## src/shadow_pipe_pkg.sv

```systemverilog
`default_nettype none

package shadow_pipe_pkg;

    ////////////////////////////////////////////////////////////////////////////
    // Widths
    ////////////////////////////////////////////////////////////////////////////

    typedef logic [31:0] xlen_t;
    typedef logic [11:0] csr_addr_t;
    typedef logic [15:0] order_t;
    typedef logic [31:0] irq_vec_t;
    typedef logic [4:0]  irq_cause_t;

    // One retired instruction as reported by the reference model
    typedef struct packed {
        order_t    order;
        xlen_t     pc;
        xlen_t     insn;
        logic      csr_we;
        csr_addr_t csr_addr;
        xlen_t     csr_wdata;
        logic      is_mem;
    } retire_rec_t;

    // What travels from one stage to the next
    typedef struct packed {
        retire_rec_t rec;
        logic        valid;
    } pipe_slot_t;

    ////////////////////////////////////////////////////////////////////////////
    // CSRs and depths
    ////////////////////////////////////////////////////////////////////////////

    localparam csr_addr_t CSR_MSTATUS_ADDR = 12'h300;
    localparam csr_addr_t CSR_MIE_ADDR     = 12'h304;
    localparam int        MSTATUS_MIE_BIT  = 3;

    localparam int PIPE_DEPTH = 4;
    // Free steps needed to fill every stage in front of WB
    localparam int FILL_STEPS = PIPE_DEPTH - 1;
    localparam int LSU_DEPTH  = 2;

    typedef logic [$clog2(LSU_DEPTH + 1) - 1:0] lsu_cnt_t;

endpackage

`default_nettype wire

```

## src/pipe_stage.sv

```systemverilog
`timescale 1ns/1ps
`default_nettype none

module pipe_stage (
    input  wire logic                    clk,
    input  wire logic                    rst_n,
    input  wire logic                    step_i,
    input  wire logic                    flush_i,
    input  shadow_pipe_pkg::pipe_slot_t  slot_i,
    output shadow_pipe_pkg::pipe_slot_t  slot_o
);

    import shadow_pipe_pkg::*;

    logic        valid_q;
    retire_rec_t rec_q;

    // Flush wins over step, a flushed slot never moves on
    always_ff @(posedge clk or negedge rst_n) begin
        if (!rst_n) begin
            valid_q <= 1'b0;
        end else if (flush_i) begin
            valid_q <= 1'b0;
        end else if (step_i) begin
            valid_q <= slot_i.valid;
        end
    end

    // Record payload follows the same priority
    always_ff @(posedge clk) begin
        if (flush_i) begin
            rec_q <= '0;
        end else if (step_i) begin
            rec_q <= slot_i.rec;
        end
    end

    assign slot_o = '{rec: rec_q, valid: valid_q};

endmodule

`default_nettype wire

```

## src/wb_stage.sv

```systemverilog
`timescale 1ns/1ps
`default_nettype none

module wb_stage (
    input  wire logic                    clk,
    input  wire logic                    rst_n,
    input  wire logic                    step_i,
    input  shadow_pipe_pkg::pipe_slot_t  slot_i,
    output logic                         valid_o,
    output shadow_pipe_pkg::retire_rec_t rec_o
);

    import shadow_pipe_pkg::*;

    logic        valid_q;
    retire_rec_t rec_q;

    // Valid only on the first cycle after the step, so a record
    // that sits in WB while the core stalls is reported once
    always_ff @(posedge clk or negedge rst_n) begin
        if (!rst_n) begin
            valid_q <= 1'b0;
        end else if (step_i) begin
            valid_q <= slot_i.valid;
        end else begin
            valid_q <= 1'b0;
        end
    end

    always_ff @(posedge clk) begin
        if (step_i) begin
            rec_q <= slot_i.rec;
        end
    end

    assign valid_o = valid_q;
    assign rec_o   = rec_q;

endmodule

`default_nettype wire

```

## src/step_ctrl.sv

```systemverilog
`timescale 1ns/1ps
`default_nettype none

module step_ctrl (
    input  wire logic                    clk,
    input  wire logic                    rst_n,
    input  wire logic                    core_retire_i,
    input  wire logic                    flush_i,
    input  shadow_pipe_pkg::pipe_slot_t  id_slot_i,
    input  shadow_pipe_pkg::pipe_slot_t  ex_slot_i,
    output logic                         step_o,
    output logic                         lsu_idle_o
);

    import shadow_pipe_pkg::*;

    logic [$clog2(FILL_STEPS + 1) - 1:0] fill_cnt_q;
    lsu_cnt_t                            lsu_cnt_q;
    logic                                lsu_up;
    logic                                lsu_down;

    // Free steps after reset or flush bring IF, ID and EX level with the core
    always_ff @(posedge clk or negedge rst_n) begin
        if (!rst_n) begin
            fill_cnt_q <= '0;
        end else if (flush_i) begin
            fill_cnt_q <= '0;
        end else if (fill_cnt_q < FILL_STEPS) begin
            fill_cnt_q <= fill_cnt_q + 1'b1;
        end
    end

    assign step_o = (fill_cnt_q < FILL_STEPS) || core_retire_i;

    // A memory record counts as outstanding from EX until it moves on
    assign lsu_up   = step_o && id_slot_i.valid && id_slot_i.rec.is_mem;
    assign lsu_down = step_o && ex_slot_i.valid && ex_slot_i.rec.is_mem;

    always_ff @(posedge clk or negedge rst_n) begin
        if (!rst_n) begin
            lsu_cnt_q <= '0;
        end else if (flush_i) begin
            lsu_cnt_q <= '0;
        end else if (lsu_up && !lsu_down && (lsu_cnt_q < LSU_DEPTH)) begin
            lsu_cnt_q <= lsu_cnt_q + 1'b1;
        end else if (lsu_down && !lsu_up && (lsu_cnt_q != '0)) begin
            lsu_cnt_q <= lsu_cnt_q - 1'b1;
        end
    end

    assign lsu_idle_o = (lsu_cnt_q == '0);

endmodule

`default_nettype wire

```

## src/csr_tracker.sv

```systemverilog
`timescale 1ns/1ps
`default_nettype none

module csr_tracker (
    input  wire logic                    clk,
    input  wire logic                    rst_n,
    input  wire logic                    step_i,
    input  wire logic                    flush_i,
    input  shadow_pipe_pkg::pipe_slot_t  ex_slot_i,
    output logic                         irq_en_o,
    output shadow_pipe_pkg::xlen_t       mie_mask_o
);

    import shadow_pipe_pkg::*;

    logic  csr_retire;
    logic  mstatus_wr;
    logic  mie_wr;
    logic  irq_en_q;
    xlen_t mie_mask_q;

    // The model writes CSRs at fetch, but the core only sees the effect
    // once the instruction reaches WB, so decode on the EX to WB move
    assign csr_retire = step_i && ex_slot_i.valid && ex_slot_i.rec.csr_we;
    assign mstatus_wr = csr_retire && (ex_slot_i.rec.csr_addr == CSR_MSTATUS_ADDR);
    assign mie_wr     = csr_retire && (ex_slot_i.rec.csr_addr == CSR_MIE_ADDR);

    ////////////////////////////////////////////////////////////////////////////
    // Global enable
    ////////////////////////////////////////////////////////////////////////////

    // The trap entry clears mstatus.MIE on the edge that ends the taken pulse
    always_ff @(posedge clk or negedge rst_n) begin
        if (!rst_n) begin
            irq_en_q <= 1'b0;
        end else if (flush_i) begin
            irq_en_q <= 1'b0;
        end else if (mstatus_wr) begin
            irq_en_q <= ex_slot_i.rec.csr_wdata[MSTATUS_MIE_BIT];
        end
    end

    ////////////////////////////////////////////////////////////////////////////
    // Per-line mask
    ////////////////////////////////////////////////////////////////////////////

    always_ff @(posedge clk or negedge rst_n) begin
        if (!rst_n) begin
            mie_mask_q <= '0;
        end else if (mie_wr) begin
            mie_mask_q <= ex_slot_i.rec.csr_wdata;
        end
    end

    assign irq_en_o   = irq_en_q;
    assign mie_mask_o = mie_mask_q;

endmodule

`default_nettype wire

```

## src/irq_arbiter.sv

```systemverilog
`timescale 1ns/1ps
`default_nettype none

module irq_arbiter (
    input  wire logic                    clk,
    input  wire logic                    rst_n,
    input  shadow_pipe_pkg::irq_vec_t    irq_i,
    input  wire logic                    irq_allowed_i,
    input  wire logic                    irq_en_i,
    input  shadow_pipe_pkg::xlen_t       mie_mask_i,
    input  wire logic                    lsu_idle_i,
    output logic                         taken_o,
    output shadow_pipe_pkg::irq_cause_t  cause_o,
    output logic                         flush_o
);

    import shadow_pipe_pkg::*;

    irq_vec_t   irq_q;
    irq_vec_t   irq_qq;
    irq_vec_t   irq_pending;
    logic       take;
    logic       taken_q;
    irq_cause_t cause_q;

    // Lowest index wins
    function automatic irq_cause_t lowest_index(input irq_vec_t vec);
        irq_cause_t idx;
        idx = '0;
        for (int i = 31; i >= 0; i--) begin
            if (vec[i]) begin
                idx = irq_cause_t'(i);
            end
        end
        return idx;
    endfunction

    // Two stages of delay so the request lines up with the flushed pipeline
    always_ff @(posedge clk or negedge rst_n) begin
        if (!rst_n) begin
            irq_q  <= '0;
            irq_qq <= '0;
        end else begin
            irq_q  <= irq_i;
            irq_qq <= irq_q;
        end
    end

    assign irq_pending = irq_qq & mie_mask_i;

    // The enable only drops on the flush edge, so hold off one cycle
    // after a take to keep the pulse single
    assign take = irq_en_i && (irq_pending != '0) && irq_allowed_i
                  && lsu_idle_i && !taken_q;

    always_ff @(posedge clk or negedge rst_n) begin
        if (!rst_n) begin
            taken_q <= 1'b0;
            cause_q <= '0;
        end else begin
            taken_q <= take;
            if (take) begin
                cause_q <= lowest_index(irq_pending);
            end
        end
    end

    assign taken_o = taken_q;
    assign cause_o = cause_q;
    assign flush_o = taken_q;

endmodule

`default_nettype wire

```

## src/shadow_pipe.sv

```systemverilog
`timescale 1ns/1ps
`default_nettype none

module shadow_pipe (
    input  wire logic                    clk,
    input  wire logic                    rst_n,
    input  shadow_pipe_pkg::retire_rec_t rec_i,
    input  wire logic                    core_retire_i,
    input  shadow_pipe_pkg::irq_vec_t    irq_i,
    input  wire logic                    irq_allowed_i,
    output logic                         step_o,
    output logic                         wb_valid_o,
    output shadow_pipe_pkg::retire_rec_t wb_rec_o,
    output logic                         irq_taken_o,
    output shadow_pipe_pkg::irq_cause_t  irq_cause_o
);

    import shadow_pipe_pkg::*;

    pipe_slot_t fetch_slot;
    pipe_slot_t if_slot;
    pipe_slot_t id_slot;
    pipe_slot_t ex_slot;
    logic       step;
    logic       flush;
    logic       irq_en;
    xlen_t      mie_mask;
    logic       lsu_idle;

    // Every record from the model is a real instruction
    assign fetch_slot = '{rec: rec_i, valid: 1'b1};

    ////////////////////////////////////////////////////////////////////////////
    // Record path
    ////////////////////////////////////////////////////////////////////////////

    pipe_stage if_stage_i (
        .clk     (clk),
        .rst_n   (rst_n),
        .step_i  (step),
        .flush_i (flush),
        .slot_i  (fetch_slot),
        .slot_o  (if_slot)
    );

    pipe_stage id_stage_i (
        .clk     (clk),
        .rst_n   (rst_n),
        .step_i  (step),
        .flush_i (flush),
        .slot_i  (if_slot),
        .slot_o  (id_slot)
    );

    pipe_stage ex_stage_i (
        .clk     (clk),
        .rst_n   (rst_n),
        .step_i  (step),
        .flush_i (flush),
        .slot_i  (id_slot),
        .slot_o  (ex_slot)
    );

    // No flush into WB, whatever already reached it still retires
    wb_stage wb_stage_i (
        .clk     (clk),
        .rst_n   (rst_n),
        .step_i  (step),
        .slot_i  (ex_slot),
        .valid_o (wb_valid_o),
        .rec_o   (wb_rec_o)
    );

    ////////////////////////////////////////////////////////////////////////////
    // Control
    ////////////////////////////////////////////////////////////////////////////

    step_ctrl step_ctrl_i (
        .clk           (clk),
        .rst_n         (rst_n),
        .core_retire_i (core_retire_i),
        .flush_i       (flush),
        .id_slot_i     (id_slot),
        .ex_slot_i     (ex_slot),
        .step_o        (step),
        .lsu_idle_o    (lsu_idle)
    );

    csr_tracker csr_tracker_i (
        .clk        (clk),
        .rst_n      (rst_n),
        .step_i     (step),
        .flush_i    (flush),
        .ex_slot_i  (ex_slot),
        .irq_en_o   (irq_en),
        .mie_mask_o (mie_mask)
    );

    irq_arbiter irq_arbiter_i (
        .clk           (clk),
        .rst_n         (rst_n),
        .irq_i         (irq_i),
        .irq_allowed_i (irq_allowed_i),
        .irq_en_i      (irq_en),
        .mie_mask_i    (mie_mask),
        .lsu_idle_i    (lsu_idle),
        .taken_o       (irq_taken_o),
        .cause_o       (irq_cause_o),
        .flush_o       (flush)
    );

    assign step_o = step;

endmodule

`default_nettype wire

```

## config.mk

```make
export PLATFORM = sky130hd
export DESIGN_NAME = shadow_pipe
export DESIGN_NICKNAME = d
export VERILOG_FILES = /design/src/shadow_pipe_pkg.sv /design/src/pipe_stage.sv /design/src/wb_stage.sv /design/src/step_ctrl.sv /design/src/csr_tracker.sv /design/src/irq_arbiter.sv /design/src/shadow_pipe.sv
export SDC_FILE = /design/constraint.sdc
export NUM_CORES = 1
export LEC_CHECK = 0
export BUFFER_PORTS_ARGS = -buffer_cell sky130_fd_sc_hd__buf_2
export CORE_MARGIN = 1.5
export CORE_UTILIZATION = 53
export CTS_BUF_LIST = sky130_fd_sc_hd__clkbuf_2
export CTS_CLUSTER_DIAMETER = 30
export CTS_CLUSTER_SIZE = 10
export DETAILED_ROUTE_END_ITERATION = 7
export PLACE_DENSITY = 0.77
export SLEW_MARGIN = 20
export SYNTH_ARGS = -nofsm -noshare
export SYNTH_HDL_FRONTEND = slang
export SYNTH_HIERARCHICAL = 1
export SYNTH_SLANG_ARGS = --single-unit
```

## constraint.sdc

```tcl
create_clock -name clk -period 3.8 [get_ports clk]
set_clock_uncertainty 0.2 [all_clocks]
set_input_delay 0.38 -clock clk [delete_from_list [all_inputs] [get_ports clk]]
set_output_delay 0.38 -clock clk [all_outputs]
set_load 0.05 [all_outputs]
```

==> results of run 1 <==
[worst reg2reg max path, delay by kind of cell, from the launching register on]
| kind | cells | cell delay [ns] |
|---|---|---|
| and+or+nand+nor | 2 | 0.17 |
| DFF | 1 | 0.42 |
| adders and majority gates | 1 | 0.28 |
| muxes | 1 | 0.34 |
| buffers and inverters | 2 | 1.26 |
[kinds of logic after synthesis]
group	count (synthesis)	share of synthesized area [%]
flops	615	66.1
simple gates	463	8.89
mux	415	20.1
buf+inv	93	3.04
compound gates	47	1.74
fa+ha+maj	1	0.0585
other cells	1	0.0175
xor+xnor	1	0.0410
[area by class of cell]
cell class | count | area (sq um) | share of cell area (%)
repair buffers | 648 | 5070 | 18.0
clock buffers | 128 | 641 | 2.27
inverters | 2 | 7.51 | 0.0266
diodes | 7 | 17.5 | 0.0622
flip-flops and latches | 615 | 14100 | 50.2
well taps | 525 | 657 | 2.33
clock inverters | 90 | 1030 | 3.66
multi-input cells | 928 | 6610 | 23.5
[synthesized netlist by cell type (2+ instances only)]
cell / instances / share of area [%]
sky130_fd_sc_hd__nor2_1: 396 / 7.0
sky130_fd_sc_hd__mux2i_1: 383 / 18
sky130_fd_sc_hd__dfxtp_1: 378 / 35
sky130_fd_sc_hd__edfxtp_1: 126 / 18
sky130_fd_sc_hd__dfrtp_1: 111 / 13
sky130_fd_sc_hd__buf_4: 37 / 1.3
sky130_fd_sc_hd__nand2_1: 32 / 0.56
sky130_fd_sc_hd__mux2_4: 30 / 2.1
sky130_fd_sc_hd__clkbuf_1: 27 / 0.47
sky130_fd_sc_hd__buf_8: 12 / 0.84
sky130_fd_sc_hd__a21oi_1: 9 / 0.21
sky130_fd_sc_hd__buf_1: 9 / 0.16
sky130_fd_sc_hd__nand3_1: 8 / 0.19
sky130_fd_sc_hd__a22oi_1: 7 / 0.25
sky130_fd_sc_hd__a22o_1: 6 / 0.25
sky130_fd_sc_hd__a221oi_1: 3 / 0.12
sky130_fd_sc_hd__a32oi_1: 3 / 0.12
sky130_fd_sc_hd__and2_1: 3 / 0.088
sky130_fd_sc_hd__buf_2: 3 / 0.070
sky130_fd_sc_hd__buf_6: 3 / 0.16
sky130_fd_sc_hd__nand4b_1: 3 / 0.12
sky130_fd_sc_hd__nor3_1: 3 / 0.070
sky130_fd_sc_hd__o31ai_1: 3 / 0.11
sky130_fd_sc_hd__a31oi_1: 2 / 0.059
sky130_fd_sc_hd__inv_1: 2 / 0.035
sky130_fd_sc_hd__mux2_2: 2 / 0.11
sky130_fd_sc_hd__nand2b_1: 2 / 0.059
sky130_fd_sc_hd__nand4bb_1: 2 / 0.11
sky130_fd_sc_hd__nor4_4: 2 / 0.20
sky130_fd_sc_hd__o21ai_0: 2 / 0.047
[flip-flops by register name, summed over array words and instances (netlist names), 2 cells and up]
register / flops
step_ctrl_i/fill_cnt_q: 2
if_stage_i/slot_o: 126
step_ctrl_i/lsu_cnt_q: 2
csr_tracker_i/mie_mask_o: 32
irq_arbiter_i/cause_o: 5
ex_stage_i/slot_o: 126
irq_arbiter_i/irq_q: 32
wb_stage_i/rec_o: 126
irq_arbiter_i/irq_qq: 32
id_stage_i/slot_o: 126
[cells in the final DEF (no fill, tap or decap), types with 8 or more instances in the layout]
cell,n
sky130_fd_sc_hd__mux2i_1,383
sky130_fd_sc_hd__clkinv_2,19
sky130_fd_sc_hd__inv_6,11
sky130_fd_sc_hd__dfrtp_1,110
sky130_fd_sc_hd__nand3_1,8
sky130_fd_sc_hd__dlygate4sd3_1,340
sky130_fd_sc_hd__dfxtp_1,378
sky130_fd_sc_hd__clkbuf_2,128
sky130_fd_sc_hd__nand2_1,32
sky130_fd_sc_hd__bufinv_16,20
sky130_fd_sc_hd__clkinv_1,17
sky130_fd_sc_hd__a21oi_1,9
sky130_fd_sc_hd__edfxtp_1,126
sky130_fd_sc_hd__clkinv_4,11
sky130_fd_sc_hd__mux2_4,30
sky130_fd_sc_hd__buf_2,294
sky130_fd_sc_hd__nor2_1,396
sky130_fd_sc_hd__clkinvlp_4,9
[worst max path at each step]
stage | to | slack [ns] | cells past startpoint
finish | step_o | 0.39 | 4
global route | step_o | 0.22 | 4
CTS | step_o | 0.27 | 4
detailed placement | ex_stage_i/slot_o[113] | 1.15 | 6
global placement | if_stage_i/slot_o[84] | 1.24 | 6
floorplan | csr_tracker_i/mie_mask_o[0] | 0.48 | 6
[routing by layer]
metal	track usage, %	share of wire, %	wire length (um)
met4	10.8	3.7	1790
met3	6.20	5.6	2700
met1	26.6	41	19900
met2	39.7	50	24100
met5	0	0.025	12
[where the power goes]
| group | internal, mW | switching [mW] | total, mW |
|---|---|---|---|
| clock network | 2.47 | 2.75 | 5.22 |
| logic | 2.24 | 4.78 | 7.02 |
| registers | 9.32 | 1.23 | 10.5 |
[through the flow]
stage          instance area, sq um  hold slack [ns]  power (mW)  instances  utilization [%]
2_1_floorplan                 21400           -0.116        15.7       1636                -
6_report                      28200            0.152        22.8       2943             70.9
5_1_grt                       28200           0.0772        23.9       2940             70.9
3_3_place_gp                  23100            0.133        17.0       2378             58.0
4_1_cts                       28200           0.0120        22.8       2936             70.9
3_5_place_dp                  23100            0.136        17.3       2378             58.0
[what timing repair did]
action / CTS / global route
endpoints found under the setup margin: 1 / 0
hold buffers: 341 / 0
gates resized for setup: 0 / 0
hold endpoints to repair: 346 / 0
==> impl_table.tex, run 1 <==
\begin{tabular}{lr}
\hline
Metric & Value \\
\hline
\multicolumn{2}{l}{\textbf{Worst setup path}} \\
\quad Crit-path max cell delay & approximately 0.44 ns \\
\quad Critical Path End Type & output pin \\
\quad Critical path launch point type & register \\
\quad Critical path origin & step\_ctrl\_i/fill\_cnt\_q[0] \\
\quad Worst endpoint required time & about 3.2 ns \\
\quad Register-to-register path setup slack & between 0.9 and 1 ns \\
\quad Capture instance of the worst register-to-register path & if\_stage\_i/slot\_o[85] \\
\quad Crit-path max FO & 101 \\
\quad Crit path max-delay cell type & sky130\_fd\_sc\_hd\_\_buf\_12 \\
\quad Start of the worst register-to-register path & step\_ctrl\_i/fill\_cnt\_q[0] \\
\quad Type of the worst setup path & register to output pin \\
\quad Cell Chain, Critical Path & ha\_1 -> nand2b\_4 -> buf\_12 -> buf\_2 \\
\quad Arrival @ worst endpoint & around 2.8 ns \\
\quad Reg2Reg Depth & 6 \\
\quad Number of buffer and inverter instances along the worst setup path & 2 \\
\quad Family of cells with the greatest summed delay on the critical path & buffers and inverters \\
\multicolumn{2}{l}{\textbf{Routing}} \\
\quad Via Count & between 10k and 15k \\
\quad Average wire per standard cell & $\sim$16 um \\
\quad Starting DRT DRC Count & 878 \\
\quad Wire length reported by the detailed router & about 48 mm \\
\quad ANT nets after route & 0 \\
\quad Avg Vias per Cell & a little under 5 \\
\quad Remaining DRCs & 0 \\
\quad Number of search-and-repair iterations in the first detailed-routing pass & 6 \\
\multicolumn{2}{l}{\textbf{Timing}} \\
\quad Setup Viol. Count Final & 0 \\
\quad Highest clock frequency the design can meet & 293 MHz \\
\quad Slew @ Worst Pin & between 1 and 1.5 ns \\
\quad Slew Viols, Final & 0 \\
\quad Post-route minimum period & 3.41 ns \\
\quad Final hold viol count & 0 \\
\quad Period utilization & between 80\% and 90\% \\
\quad Final worst setup slack & approximately 0.39 ns \\
\quad Sum of negative setup slack & 0 ns \\
\quad Relative slew slack & 30.7\% \\
\quad RSZ-0062 raised after global routing & false \\
\multicolumn{2}{l}{\textbf{GRT}} \\
\quad Total congestion overflow & 0 \\
\quad Gr usage total & between 20\% and 30\% \\
\quad Number of global-route vias before repair & between 15k and 20k \\
\quad Wire length of the first global-routing pass & 76.5 mm \\
\quad Largest net degree at the start of global routing & 220 \\
\quad Antenna violations before repair & 4 \\
\multicolumn{2}{l}{\textbf{CTS}} \\
\quad Max Root-Sink Buffers & 3 \\
\quad Number of setup buffers added after CTS & 0 \\
\quad CTS Sinks & between 600 and 700 \\
\quad Worst-path clk slew & 0.15 ns \\
\quad CTS root buf & sky130\_fd\_sc\_hd\_\_clkbuf\_2 \\
\quad Number of H-tree branching levels & 3 \\
\quad Insertion delay of the later-clocked pin in the worst-skew pair & 1.11 ns \\
\quad CTS Buf Count & roughly 110 \\
\quad CTS tree & done \\
\multicolumn{2}{l}{\textbf{Floorplan}} \\
\quad Initial core utilization & between 50\% and 60\% \\
\quad Number of cell rows & 73 \\
\quad Area of the die & just over 40000 sq um \\
\quad Ports & 296 \\
\quad Height of the die & about 200 um \\
\quad Core outline area & between 30000 and 40000 sq um \\
\quad DIE WIDTH & 204 um \\
\multicolumn{2}{l}{\textbf{Placed design}} \\
\quad DP Wirelength & 26.4 mm \\
\quad Final Wtd Congestion & 0.843 \\
\quad Port Buffer Count & approximately 300 \\
\quad Worst-case setup slack after placement & 1.15 ns \\
\multicolumn{2}{l}{\textbf{Logic synthesis}} \\
\quad Post-synthesis area per instance & around 13 sq um \\
\quad Post-synthesis register bit count & 615 \\
\quad Cell area after technology mapping & roughly 21000 sq um \\
\quad Number of warning messages in the yosys log & 6 \\
\quad Sequential element share of the synthesized area & between 60 and 70\% \\
\quad Synthesized instance count & around 1.6k \\
\quad Count of flip-flops with a built-in enable after synthesis & $\sim$130 \\
\quad Ys async rst share & a little under a fifth \\
\quad Distinct cells, synth & 57 \\
\quad Post-synth top flop & sky130\_fd\_sc\_hd\_\_dfxtp\_1 \\
\quad Mapped Nets & between 1.5k and 2k \\
\multicolumn{2}{l}{\textbf{Finish}} \\
\quad Total Nets Final & between 2k and 2.5k \\
\quad Share of post-route cells with drive strength above 1 & between 20 and 25\% \\
\quad Area grow syn2layout & 31.7\% \\
\quad Count of filler cells inserted in the layout & 2619 \\
\multicolumn{2}{l}{\textbf{Min path}} \\
\quad Hold Path Sink & irq\_arbiter\_i/irq\_qq[21] \\
\quad Origin of the worst min-delay path & irq\_arbiter\_i/irq\_q[21] \\
\quad Type of the most critical hold path & register to register \\
\quad Cell count of the worst hold path & 0 \\
\multicolumn{2}{l}{\textbf{Flow run}} \\
\quad Number of maximum-capacitance constraint violations & 0 \\
\multicolumn{2}{l}{\textbf{Power and ir drop}} \\
\quad Max rail drop VDD & 471 uV \\
\quad Pwr per Cell Area & around 800 nW/um\^{}2 \\
\quad Reported leakage power & $\sim$15 nW \\
\multicolumn{2}{l}{\textbf{Status}} \\
\quad Result of the run & completed \\
\hline
\end{tabular}
No activity file was read; power rests on OpenSTA's default activity.
==> inputs of run 2 (changes only) <==
--- a/config.mk
+++ b/config.mk
@@ -7,12 +7,11 @@
 export LEC_CHECK = 0
 export BUFFER_PORTS_ARGS = -buffer_cell sky130_fd_sc_hd__buf_2
 export CORE_MARGIN = 1.5
-export CORE_UTILIZATION = 53
+export CORE_UTILIZATION = 40
 export CTS_BUF_LIST = sky130_fd_sc_hd__clkbuf_2
 export CTS_CLUSTER_DIAMETER = 30
 export CTS_CLUSTER_SIZE = 10
 export DETAILED_ROUTE_END_ITERATION = 7
-export PLACE_DENSITY = 0.77
 export SLEW_MARGIN = 20
 export SYNTH_ARGS = -nofsm -noshare
 export SYNTH_HDL_FRONTEND = slang
==> constraint.sdc (replaced) <==
create_clock -name clk -period 3.67 [get_ports clk]
set_clock_uncertainty 0.2 [all_clocks]
set_input_delay 0.367 -clock clk [delete_from_list [all_inputs] [get_ports clk]]
set_output_delay 0.367 -clock clk [all_outputs]
set_load 0.05 [all_outputs]
==> impl_table.tex, run 2 (same netlist as run 1, synthesis figures left out) <==
\begin{tabular}{lr}
\hline
Metric & Value \\
\hline
\multicolumn{2}{l}{\textbf{Worst setup path}} \\
\quad Type of the worst setup path & register to output pin \\
\quad Worst endpoint required time & 3.10 ns (-0.12 ns) \\
\quad Arrival @ worst endpoint & 2.79 ns (-0.04 ns) \\
\quad Critical path launch point type & register \\
\quad Critical Path End Type & output pin \\
\quad Crit-path max FO & 18 (-82\%) \\
\multicolumn{2}{l}{\textbf{CTS}} \\
\quad Insertion delay of the later-clocked pin in the worst-skew pair & 1.13 ns (+0.02 ns) \\
\quad Number of setup buffers added after CTS & 0 (unchanged) \\
\quad CTS root buf & sky130\_fd\_sc\_hd\_\_clkbuf\_2 \\
\quad CTS Buf Count & 120 (+5.3\%) \\
\quad CTS Sinks & 615 (unchanged) \\
\quad Number of H-tree branching levels & 3 (unchanged) \\
\quad Max Root-Sink Buffers & 3 (unchanged) \\
\quad CTS tree & done \\
\quad Worst-path clk slew & 0.18 ns (+0.03 ns) \\
\multicolumn{2}{l}{\textbf{Timing}} \\
\quad Final worst setup slack & 0.308 ns (-0.0779 ns) \\
\quad Post-route minimum period & approximately 3.4 ns \\
\quad Period utilization & 91.6\% \\
\quad Final hold viol count & 0 (unchanged) \\
\quad Slew @ Worst Pin & 0.965 ns (-0.0754 ns) \\
\quad Slew Viols, Final & 0 (unchanged) \\
\quad Highest clock frequency the design can meet & 297 MHz \\
\quad Setup Viol. Count Final & 0 (unchanged) \\
\quad Relative slew slack & 35.7\% (+5.0 points) \\
\multicolumn{2}{l}{\textbf{Routing}} \\
\quad Remaining DRCs & 0 (unchanged) \\
\quad ANT nets after route & 0 (unchanged) \\
\quad Number of search-and-repair iterations in the first detailed-routing pass & 5 (-1) \\
\quad Avg Vias per Cell & 4.58 (-7.7\%) \\
\quad Met3 Routed Length & 2.70 mm (+0.22\%) \\
\quad Starting DRT DRC Count & 593 (-32\%) \\
\quad Average wire per standard cell & 14.8 um (-9.9\%) \\
\quad Wl on met1 & 20.9 mm (+5.3\%) \\
\quad Wire length reported by the detailed router & 47.8 mm (-1.4\%) \\
\quad Highest routed metal layer & met5 \\
\quad Met2 wire len & 22.4 mm (-6.9\%) \\
\quad Via Count & 14.8k (+0.94\%) \\
\multicolumn{2}{l}{\textbf{Power and ir drop}} \\
\quad Final Power & 24.0 mW (+5.5\%) \\
\quad Pwr per Cell Area & 815 nW/um\^{}2 (+0.79\%) \\
\quad Fraction of power consumed by sequential logic & 45.3\% (-1.0 points) \\
\quad Combinational share of power & 31.1\% (+0.3 points) \\
\quad Internal Power & 15.0 mW (+6.9\%) \\
\quad Reported leakage power & 15.0 nW (+3.1\%) \\
\quad Switching share of power & 37.6\% (-0.85 points) \\
\quad Power dissipated by switching net loads & 9.03 mW (+3.2\%) \\
\quad Share of total power in the clock network & 23.6\% (+0.7 points) \\
\quad Max rail drop VDD & 480 uV (+1.9\%) \\
\multicolumn{2}{l}{\textbf{GRT}} \\
\quad Number of global-route vias before repair & 15.1k (-1.5\%) \\
\quad Gr usage total & 17.3\% (-5.7 points) \\
\quad Largest net degree at the start of global routing & 166 (-25\%) \\
\quad Wire length of the first global-routing pass & 75.9 mm (-0.82\%) \\
\quad Total congestion overflow & 0 (unchanged) \\
\quad Antenna violations before repair & 8 (+4) \\
\multicolumn{2}{l}{\textbf{Floorplan}} \\
\quad Area of the die & 54900 sq um (+32\%) \\
\quad Number of cell rows & 84 (+15\%) \\
\quad Core outline area & 52700 sq um (+33\%) \\
\quad Initial core utilization & 40.6\% (-13 points) \\
\quad Height of the die & 234 um (+15\%) \\
\quad DIE WIDTH & 234 um (+15\%) \\
\quad Ports & 296 (unchanged) \\
\multicolumn{2}{l}{\textbf{Finish}} \\
\quad Commonest non-fill, non-tap cell in the layout & sky130\_fd\_sc\_hd\_\_dlygate4sd3\_1 \\
\quad Share of post-route cells with drive strength above 1 & 22.5\% (-0.45 points) \\
\quad Area grow syn2layout & 37.9\% \\
\quad Total Nets Final & 2579 (+4.3\%) \\
\quad Count of filler cells inserted in the layout & 4366 (+67\%) \\
\quad Commonest non-fill, non-tap cells in the layout & sky130\_fd\_sc\_hd\_\_dlygate4sd3\_1 (439), sky130\_fd\_sc\_hd\_\_nor2\_1 (396), sky130\_fd\_sc\_hd\_\_mux2i\_1 (383) \\
\multicolumn{2}{l}{\textbf{Min path}} \\
\quad Type of the most critical hold path & register to register \\
\multicolumn{2}{l}{\textbf{Flow run}} \\
\quad Number of maximum-capacitance constraint violations & 0 (unchanged) \\
\multicolumn{2}{l}{\textbf{Placed design}} \\
\quad DP Wirelength & 27.4 mm (+3.8\%) \\
\quad Worst-case setup slack after placement & 0.962 ns (-0.186 ns) \\
\quad Final Wtd Congestion & 0.764 (-9.3\%) \\
\quad Port Buffer Count & 295 (unchanged) \\
\multicolumn{2}{l}{\textbf{Status}} \\
\quad Result of the run & completed \\
\hline
\end{tabular}
==> run 2: changes by cell type in the layout (fill, tap and decap cells not counted), moves of 4 or more <==
| cell | delta |
|---|---|
| sky130_fd_sc_hd__dlygate4sd3_1 | +99 |
| sky130_fd_sc_hd__clkinv_4 | -4 |
| sky130_fd_sc_hd__clkinvlp_4 | +9 |
| sky130_fd_sc_hd__clkinv_2 | +9 |
| sky130_fd_sc_hd__inv_6 | -5 |
==> run 2: critical path: stages, from the launching register on <==
cell                       delay (ns)
sky130_fd_sc_hd__dfrtp_1         0.42
sky130_fd_sc_hd__ha_1            0.27
sky130_fd_sc_hd__nand2b_4        0.28
sky130_fd_sc_hd__buf_4           0.37
sky130_fd_sc_hd__buf_2           0.33
==> run 2: stage by stage <==
| stage | utilization (%) | area [sq um] | instances | setup TNS [ns] | hold slack, ns |
|---|---|---|---|---|---|
| floorplan | - | 21400 | 1636 | 0 | -0.129 |
| global placement | 44.1 | 23200 | 2542 | 0 | 0.133 |
| detailed placement | 44.1 | 23200 | 2542 | 0 | 0.135 |
| CTS | 55.9 | 29500 | 3210 | 0 | 0.000188 |
| global route | 56.0 | 29500 | 3219 | -0.00247 | -0.0317 |
| finish | 56.0 | 29500 | 3220 | 0 | 0.131 |
==> run 2: layout make-up <==
cell class | count | area, sq um | area share [%]
antenna | 10 | 25.0 | 0.0849
clock buffer | 129 | 646 | 2.19
clock inverter | 99 | 1140 | 3.88
inverter | 2 | 7.51 | 0.0255
multi-input combinational | 928 | 6610 | 22.4
sequential | 615 | 14100 | 47.9
tap | 688 | 861 | 2.92
timing repair buffer | 749 | 6060 | 20.6
==> run 2: power groups by stage <==
stage / sequential [mW] / clock (mW) / combinational [mW]
after floorplan: 13.4 / 0 / 2.91
after global placement: 11.0 / 0 / 6.70
after detailed placement: 11.1 / 0 / 6.84
after CTS: 10.9 / 5.87 / 7.48
after global routing: 11.2 / 6.22 / 8.01
final: 10.9 / 5.66 / 7.48
==> run 2: layer usage <==
metal	vias up	global-route usage [%]
li1	7278	-
met1	7020	21.1
met2	330	27.9
met3	126	5.35
met4	4	8.27
met5	-	0
==> run 2: path summary, 6_finish.rpt <==
path	cells after the start	slack (ns)	from	to
worst max-delay path	4	0.31	step_ctrl_i/fill_cnt_q[0]	step_o
worst min-delay path	0	0.13	irq_arbiter_i/irq_q[4]	irq_arbiter_i/irq_qq[4]
worst max register to register	6	0.68	step_ctrl_i/fill_cnt_q[0]	if_stage_i/slot_o[53]
worst min register to register	0	0.13	irq_arbiter_i/irq_q[4]	irq_arbiter_i/irq_qq[4]
max in group asynchronous	5	2.16	rst_n	irq_arbiter_i/flush_o
min in group asynchronous	5	0.69	rst_n	csr_tracker_i/mie_mask_o[25]
==> run 2: repair_timing <==
action / CTS / global route
resized for setup: 0 / 0
hold endpoints to repair: 570 / 0
hold buffers: 440 / 0
==> inputs of run 3 (changes only) <==
--- a/config.mk
+++ b/config.mk
@@ -5,6 +5,7 @@
 export SDC_FILE = /design/constraint.sdc
 export NUM_CORES = 1
 export LEC_CHECK = 0
+export ABC_AREA = 1
 export BUFFER_PORTS_ARGS = -buffer_cell sky130_fd_sc_hd__buf_2
 export CORE_MARGIN = 1.5
 export CORE_UTILIZATION = 40
==> impl_table.tex, run 3 <==
\begin{tabular}{lr}
\hline
Metric & Value \\
\hline
\multicolumn{2}{l}{\textbf{Worst setup path}} \\
\quad Number of buffer and inverter instances along the worst setup path & 3 (+1) \\
\quad Crit path max-delay cell type & sky130\_fd\_sc\_hd\_\_dlygate4sd3\_1 \\
\quad Critical Path End Type & register \\
\quad Critical path launch point type & register \\
\quad Crit-path max FO & 246 (+228) \\
\quad Worst endpoint required time & 4.60 ns (+1.50 ns) \\
\quad Arrival @ worst endpoint & 4.44 ns (+1.65 ns) \\
\quad Family of cells with the greatest summed delay on the critical path & buffers and inverters \\
\quad Critical path origin & step\_ctrl\_i/fill\_cnt\_q[0] \\
\quad Cell Chain, Critical Path & ha\_1 -> nand2\_8 -> buf\_16 -> nand2\_1 -> dlygate4sd3\_1 -> nand2\_1 -> nor2\_1 -> dlygate4sd3\_1 \\
\quad Start of the worst register-to-register path & step\_ctrl\_i/fill\_cnt\_q[0] \\
\quad Type of the worst setup path & register to register \\
\quad Register-to-register path setup slack & 0.16 ns (-0.52 ns) \\
\quad Crit-path max cell delay & 0.63 ns (+0.21 ns) \\
\multicolumn{2}{l}{\textbf{Timing}} \\
\quad Period utilization & 95.6\% (+4.0 points) \\
\quad Final hold viol count & 0 (unchanged) \\
\quad Slew Viols, Final & 0 (unchanged) \\
\quad Post-route minimum period & 3.51 ns (+0.146 ns) \\
\quad Relative slew slack & 30.7\% (-5.0 points) \\
\quad Setup Viol. Count Final & 0 (unchanged) \\
\quad Hold Slack & 0.0949 ns (-0.0364 ns) \\
\quad Slew @ Worst Pin & 1.04 ns (+0.0743 ns) \\
\quad Sum of negative setup slack & 0 ns (unchanged) \\
\quad RSZ-0062 raised after global routing & false \\
\quad Highest clock frequency the design can meet & 285 MHz (-4.2\%) \\
\multicolumn{2}{l}{\textbf{CTS}} \\
\quad Max Root-Sink Buffers & 3 (unchanged) \\
\quad Insertion delay of the later-clocked pin in the worst-skew pair & 1.29 ns (+0.16 ns) \\
\quad CTS tree & done \\
\quad Number of H-tree branching levels & 4 (+1) \\
\quad CTS Sinks & 615 (unchanged) \\
\quad CTS Buf Count & 136 (+13\%) \\
\quad Worst-path clk slew & 0.15 ns (-0.03 ns) \\
\quad CTS root buf & sky130\_fd\_sc\_hd\_\_clkbuf\_2 \\
\multicolumn{2}{l}{\textbf{Placed design}} \\
\quad Final Wtd Congestion & 0.799 (+4.5\%) \\
\quad DP Wirelength & 31.6 mm (+15\%) \\
\quad Port Buffer Count & 295 (unchanged) \\
\multicolumn{2}{l}{\textbf{Power and ir drop}} \\
\quad Pwr per Cell Area & 481 nW/um\^{}2 (-41\%) \\
\quad Combinational share of power & 14.3\% (-17 points) \\
\quad Max rail drop VDD & 307 uV (-36\%) \\
\quad Switching share of power & 29.0\% (-8.6 points) \\
\quad Power dissipated by switching net loads & 4.58 mW (-49\%) \\
\quad Share of total power in the clock network & 35.1\% (+12 points) \\
\quad Fraction of power consumed by sequential logic & 50.6\% (+5.3 points) \\
\quad Internal Power & 11.2 mW (-25\%) \\
\quad Reported leakage power & 18.0 nW (+20\%) \\
\multicolumn{2}{l}{\textbf{Logic synthesis}} \\
\quad Mapped Nets & 3106 (+73\%) \\
\quad Distinct cells, synth & 29 (-49\%) \\
\quad Count of flip-flops with a built-in enable after synthesis & 126 (unchanged) \\
\quad Cell area after technology mapping & 23300 sq um (+9.1\%) \\
\quad Cells taking the most area after synthesis & sky130\_fd\_sc\_hd\_\_dfxtp\_1 (32\%), sky130\_fd\_sc\_hd\_\_edfxtp\_1 (16\%), sky130\_fd\_sc\_hd\_\_nand2\_1 (15\%), sky130\_fd\_sc\_hd\_\_nor2\_1 (13\%), sky130\_fd\_sc\_hd\_\_dfrtp\_1 (12\%) \\
\quad Fraction of post-synthesis cell area in the top cell type by area & 32.4\% (-3.0 points) \\
\quad Post-synth top flop & sky130\_fd\_sc\_hd\_\_dfxtp\_1 \\
\quad Synthesized instance count & 2943 (+80\%) \\
\quad Commonest cells in the netlist & sky130\_fd\_sc\_hd\_\_nand2\_1 (918), sky130\_fd\_sc\_hd\_\_nor2\_1 (790), sky130\_fd\_sc\_hd\_\_inv\_1 (395) \\
\quad Post-synthesis cell type with the largest combined area & sky130\_fd\_sc\_hd\_\_dfxtp\_1 \\
\quad Number of warning messages in the yosys log & 6 (unchanged) \\
\quad Post-synthesis area per instance & 7.93 sq um (-39\%) \\
\quad Post-synthesis register bit count & 615 (unchanged) \\
\quad Leading cell type by number of instances after synthesis & sky130\_fd\_sc\_hd\_\_nand2\_1 \\
\quad Ys async rst share & 18.0\% (unchanged) \\
\quad Sequential element share of the synthesized area & 60.5\% (-5.5 points) \\
\multicolumn{2}{l}{\textbf{Finish}} \\
\quad Total Nets Final & 4003 (+55\%) \\
\quad Commonest non-fill, non-tap cells in the layout & sky130\_fd\_sc\_hd\_\_nand2\_1 (917), sky130\_fd\_sc\_hd\_\_nor2\_1 (790), sky130\_fd\_sc\_hd\_\_dlygate4sd3\_1 (584) \\
\quad Share of post-route cells with drive strength above 1 & 14.5\% (-8.0 points) \\
\quad Commonest non-fill, non-tap cell in the layout & sky130\_fd\_sc\_hd\_\_nand2\_1 \\
\quad Area grow syn2layout & 40.9\% \\
\quad Count of filler cells inserted in the layout & 5262 (+21\%) \\
\multicolumn{2}{l}{\textbf{Routing}} \\
\quad Avg Vias per Cell & 4.24 (-7.6\%) \\
\quad Remaining DRCs & 0 (unchanged) \\
\quad Wire length reported by the detailed router & 60.1 mm (+26\%) \\
\quad ANT nets after route & 0 (unchanged) \\
\quad Starting DRT DRC Count & 978 (+65\%) \\
\quad Number of search-and-repair iterations in the first detailed-routing pass & 5 (unchanged) \\
\quad Average wire per standard cell & 12.7 um (-14\%) \\
\quad Via Count & 20.0k (+35\%) \\
\multicolumn{2}{l}{\textbf{GRT}} \\
\quad Gr usage total & 20.4\% (+3.1 points) \\
\quad Total congestion overflow & 0 (unchanged) \\
\quad Largest net degree at the start of global routing & 247 (+49\%) \\
\quad Antenna violations before repair & 2 (-6) \\
\quad Wire length of the first global-routing pass & 97.6 mm (+29\%) \\
\quad Number of global-route vias before repair & 19.7k (+30\%) \\
\multicolumn{2}{l}{\textbf{Floorplan}} \\
\quad Core outline area & 57700 sq um (+9.6\%) \\
\quad Number of cell rows & 88 (+4.8\%) \\
\quad DIE WIDTH & 245 um (+4.4\%) \\
\quad Initial core utilization & 40.4\% (-0.16 points) \\
\quad Height of the die & 245 um (+4.4\%) \\
\quad Area of the die & 59800 sq um (+9.0\%) \\
\quad Ports & 296 (unchanged) \\
\multicolumn{2}{l}{\textbf{Min path}} \\
\quad Origin of the worst min-delay path & irq\_arbiter\_i/irq\_q[7] \\
\quad Type of the most critical hold path & register to register \\
\multicolumn{2}{l}{\textbf{Status}} \\
\quad Result of the run & completed \\
\multicolumn{2}{l}{\textbf{Flow run}} \\
\quad Number of maximum-capacitance constraint violations & 0 (unchanged) \\
\hline
\end{tabular}
-- run 3: worst paths after layout --
kind | to | depth (start not counted)
worst min-delay path | irq_arbiter_i/irq_qq[7] | 0
worst max register to register | if_stage_i/slot_o[48] | 8
worst min register to register | irq_arbiter_i/irq_qq[7] | 0
max in group asynchronous | irq_arbiter_i/irq_q[6] | 6
min in group asynchronous | csr_tracker_i/mie_mask_o[10] | 5
worst max-delay path | if_stage_i/slot_o[48] | 8
-- run 3: repair_timing --
action,4_1_cts,5_1_grt
hold endpoints to repair,634,0
endpoints found under the setup margin,1,3
pin swaps,0,0
hold buffers,585,0
setup buffers,0,0
gates resized for setup,2,1
-- run 3: cell families after synthesis --
kind of cell / synth area share [%]
and+or+nand+nor: 29.2
DFF: 60.5
buffers and inverters: 9.71
AOI/OAI and AO/OA: 0.509
adders and majority gates: 0.0536
other: 0.0161
-- run 3: cell type report --
class                   instances  area, sq um  share of cell area [%]
multi-input cells            1794         6960                    21.2
clock buffers                 165          826                    2.51
flip-flops and latches        615        14100                    43.0
well taps                     765          957                    2.91
clock inverters                85          915                    2.78
diodes                          3         7.51                  0.0228
repair buffers                895         7580                    23.1
inverters                     398         1500                    4.57
-- run 3: power groups by stage --
| stage | clock [mW] | sequential, mW | combinational (mW) |
|---|---|---|---|
| 2_1_floorplan | 0 | 8.48 | 0.846 |
| 3_3_place_gp | 0 | 8.14 | 1.64 |
| 3_5_place_dp | 0 | 8.15 | 1.66 |
| 4_1_cts | 5.75 | 8.01 | 2.22 |
| 5_1_grt | 6.11 | 8.09 | 2.52 |
| 6_report | 5.55 | 8.01 | 2.26 |
-- run 3: routing by layer --
metal / vias to the layer above / share of wire, % / global-route usage, %
met4: 0 / 3.8 / 11.1
met3: 155 / 4.5 / 4.43
met1: 8849 / 45 / 25.8
met2: 480 / 46 / 32.7
met5: - / 0 / 0
li1: 10500 / - / -
-- run 3: through the flow --
step	util, %	instance area (sq um)	total power, mW	std cells	setup WS (ns)
final	57.0	32900	15.8	4720	0.162
after global routing	57.0	32900	16.7	4719	0.00314
after CTS	57.0	32900	16.0	4717	0.0473
after detailed placement	43.7	25200	9.81	3882	1.16
after global placement	43.7	25200	9.78	3882	1.18
after floorplan	-	23300	9.33	2943	0.846
-- run 3: worst register-to-register path, cell delays in order, from the launching register on --
cell                            delay, ns
sky130_fd_sc_hd__dfrtp_1             0.41
sky130_fd_sc_hd__ha_1                0.28
sky130_fd_sc_hd__nand2_8             0.25
sky130_fd_sc_hd__buf_16              0.52
sky130_fd_sc_hd__nand2_1             0.44
sky130_fd_sc_hd__dlygate4sd3_1       0.63
sky130_fd_sc_hd__nand2_1             0.10
sky130_fd_sc_hd__nor2_1              0.04
sky130_fd_sc_hd__dlygate4sd3_1       0.55
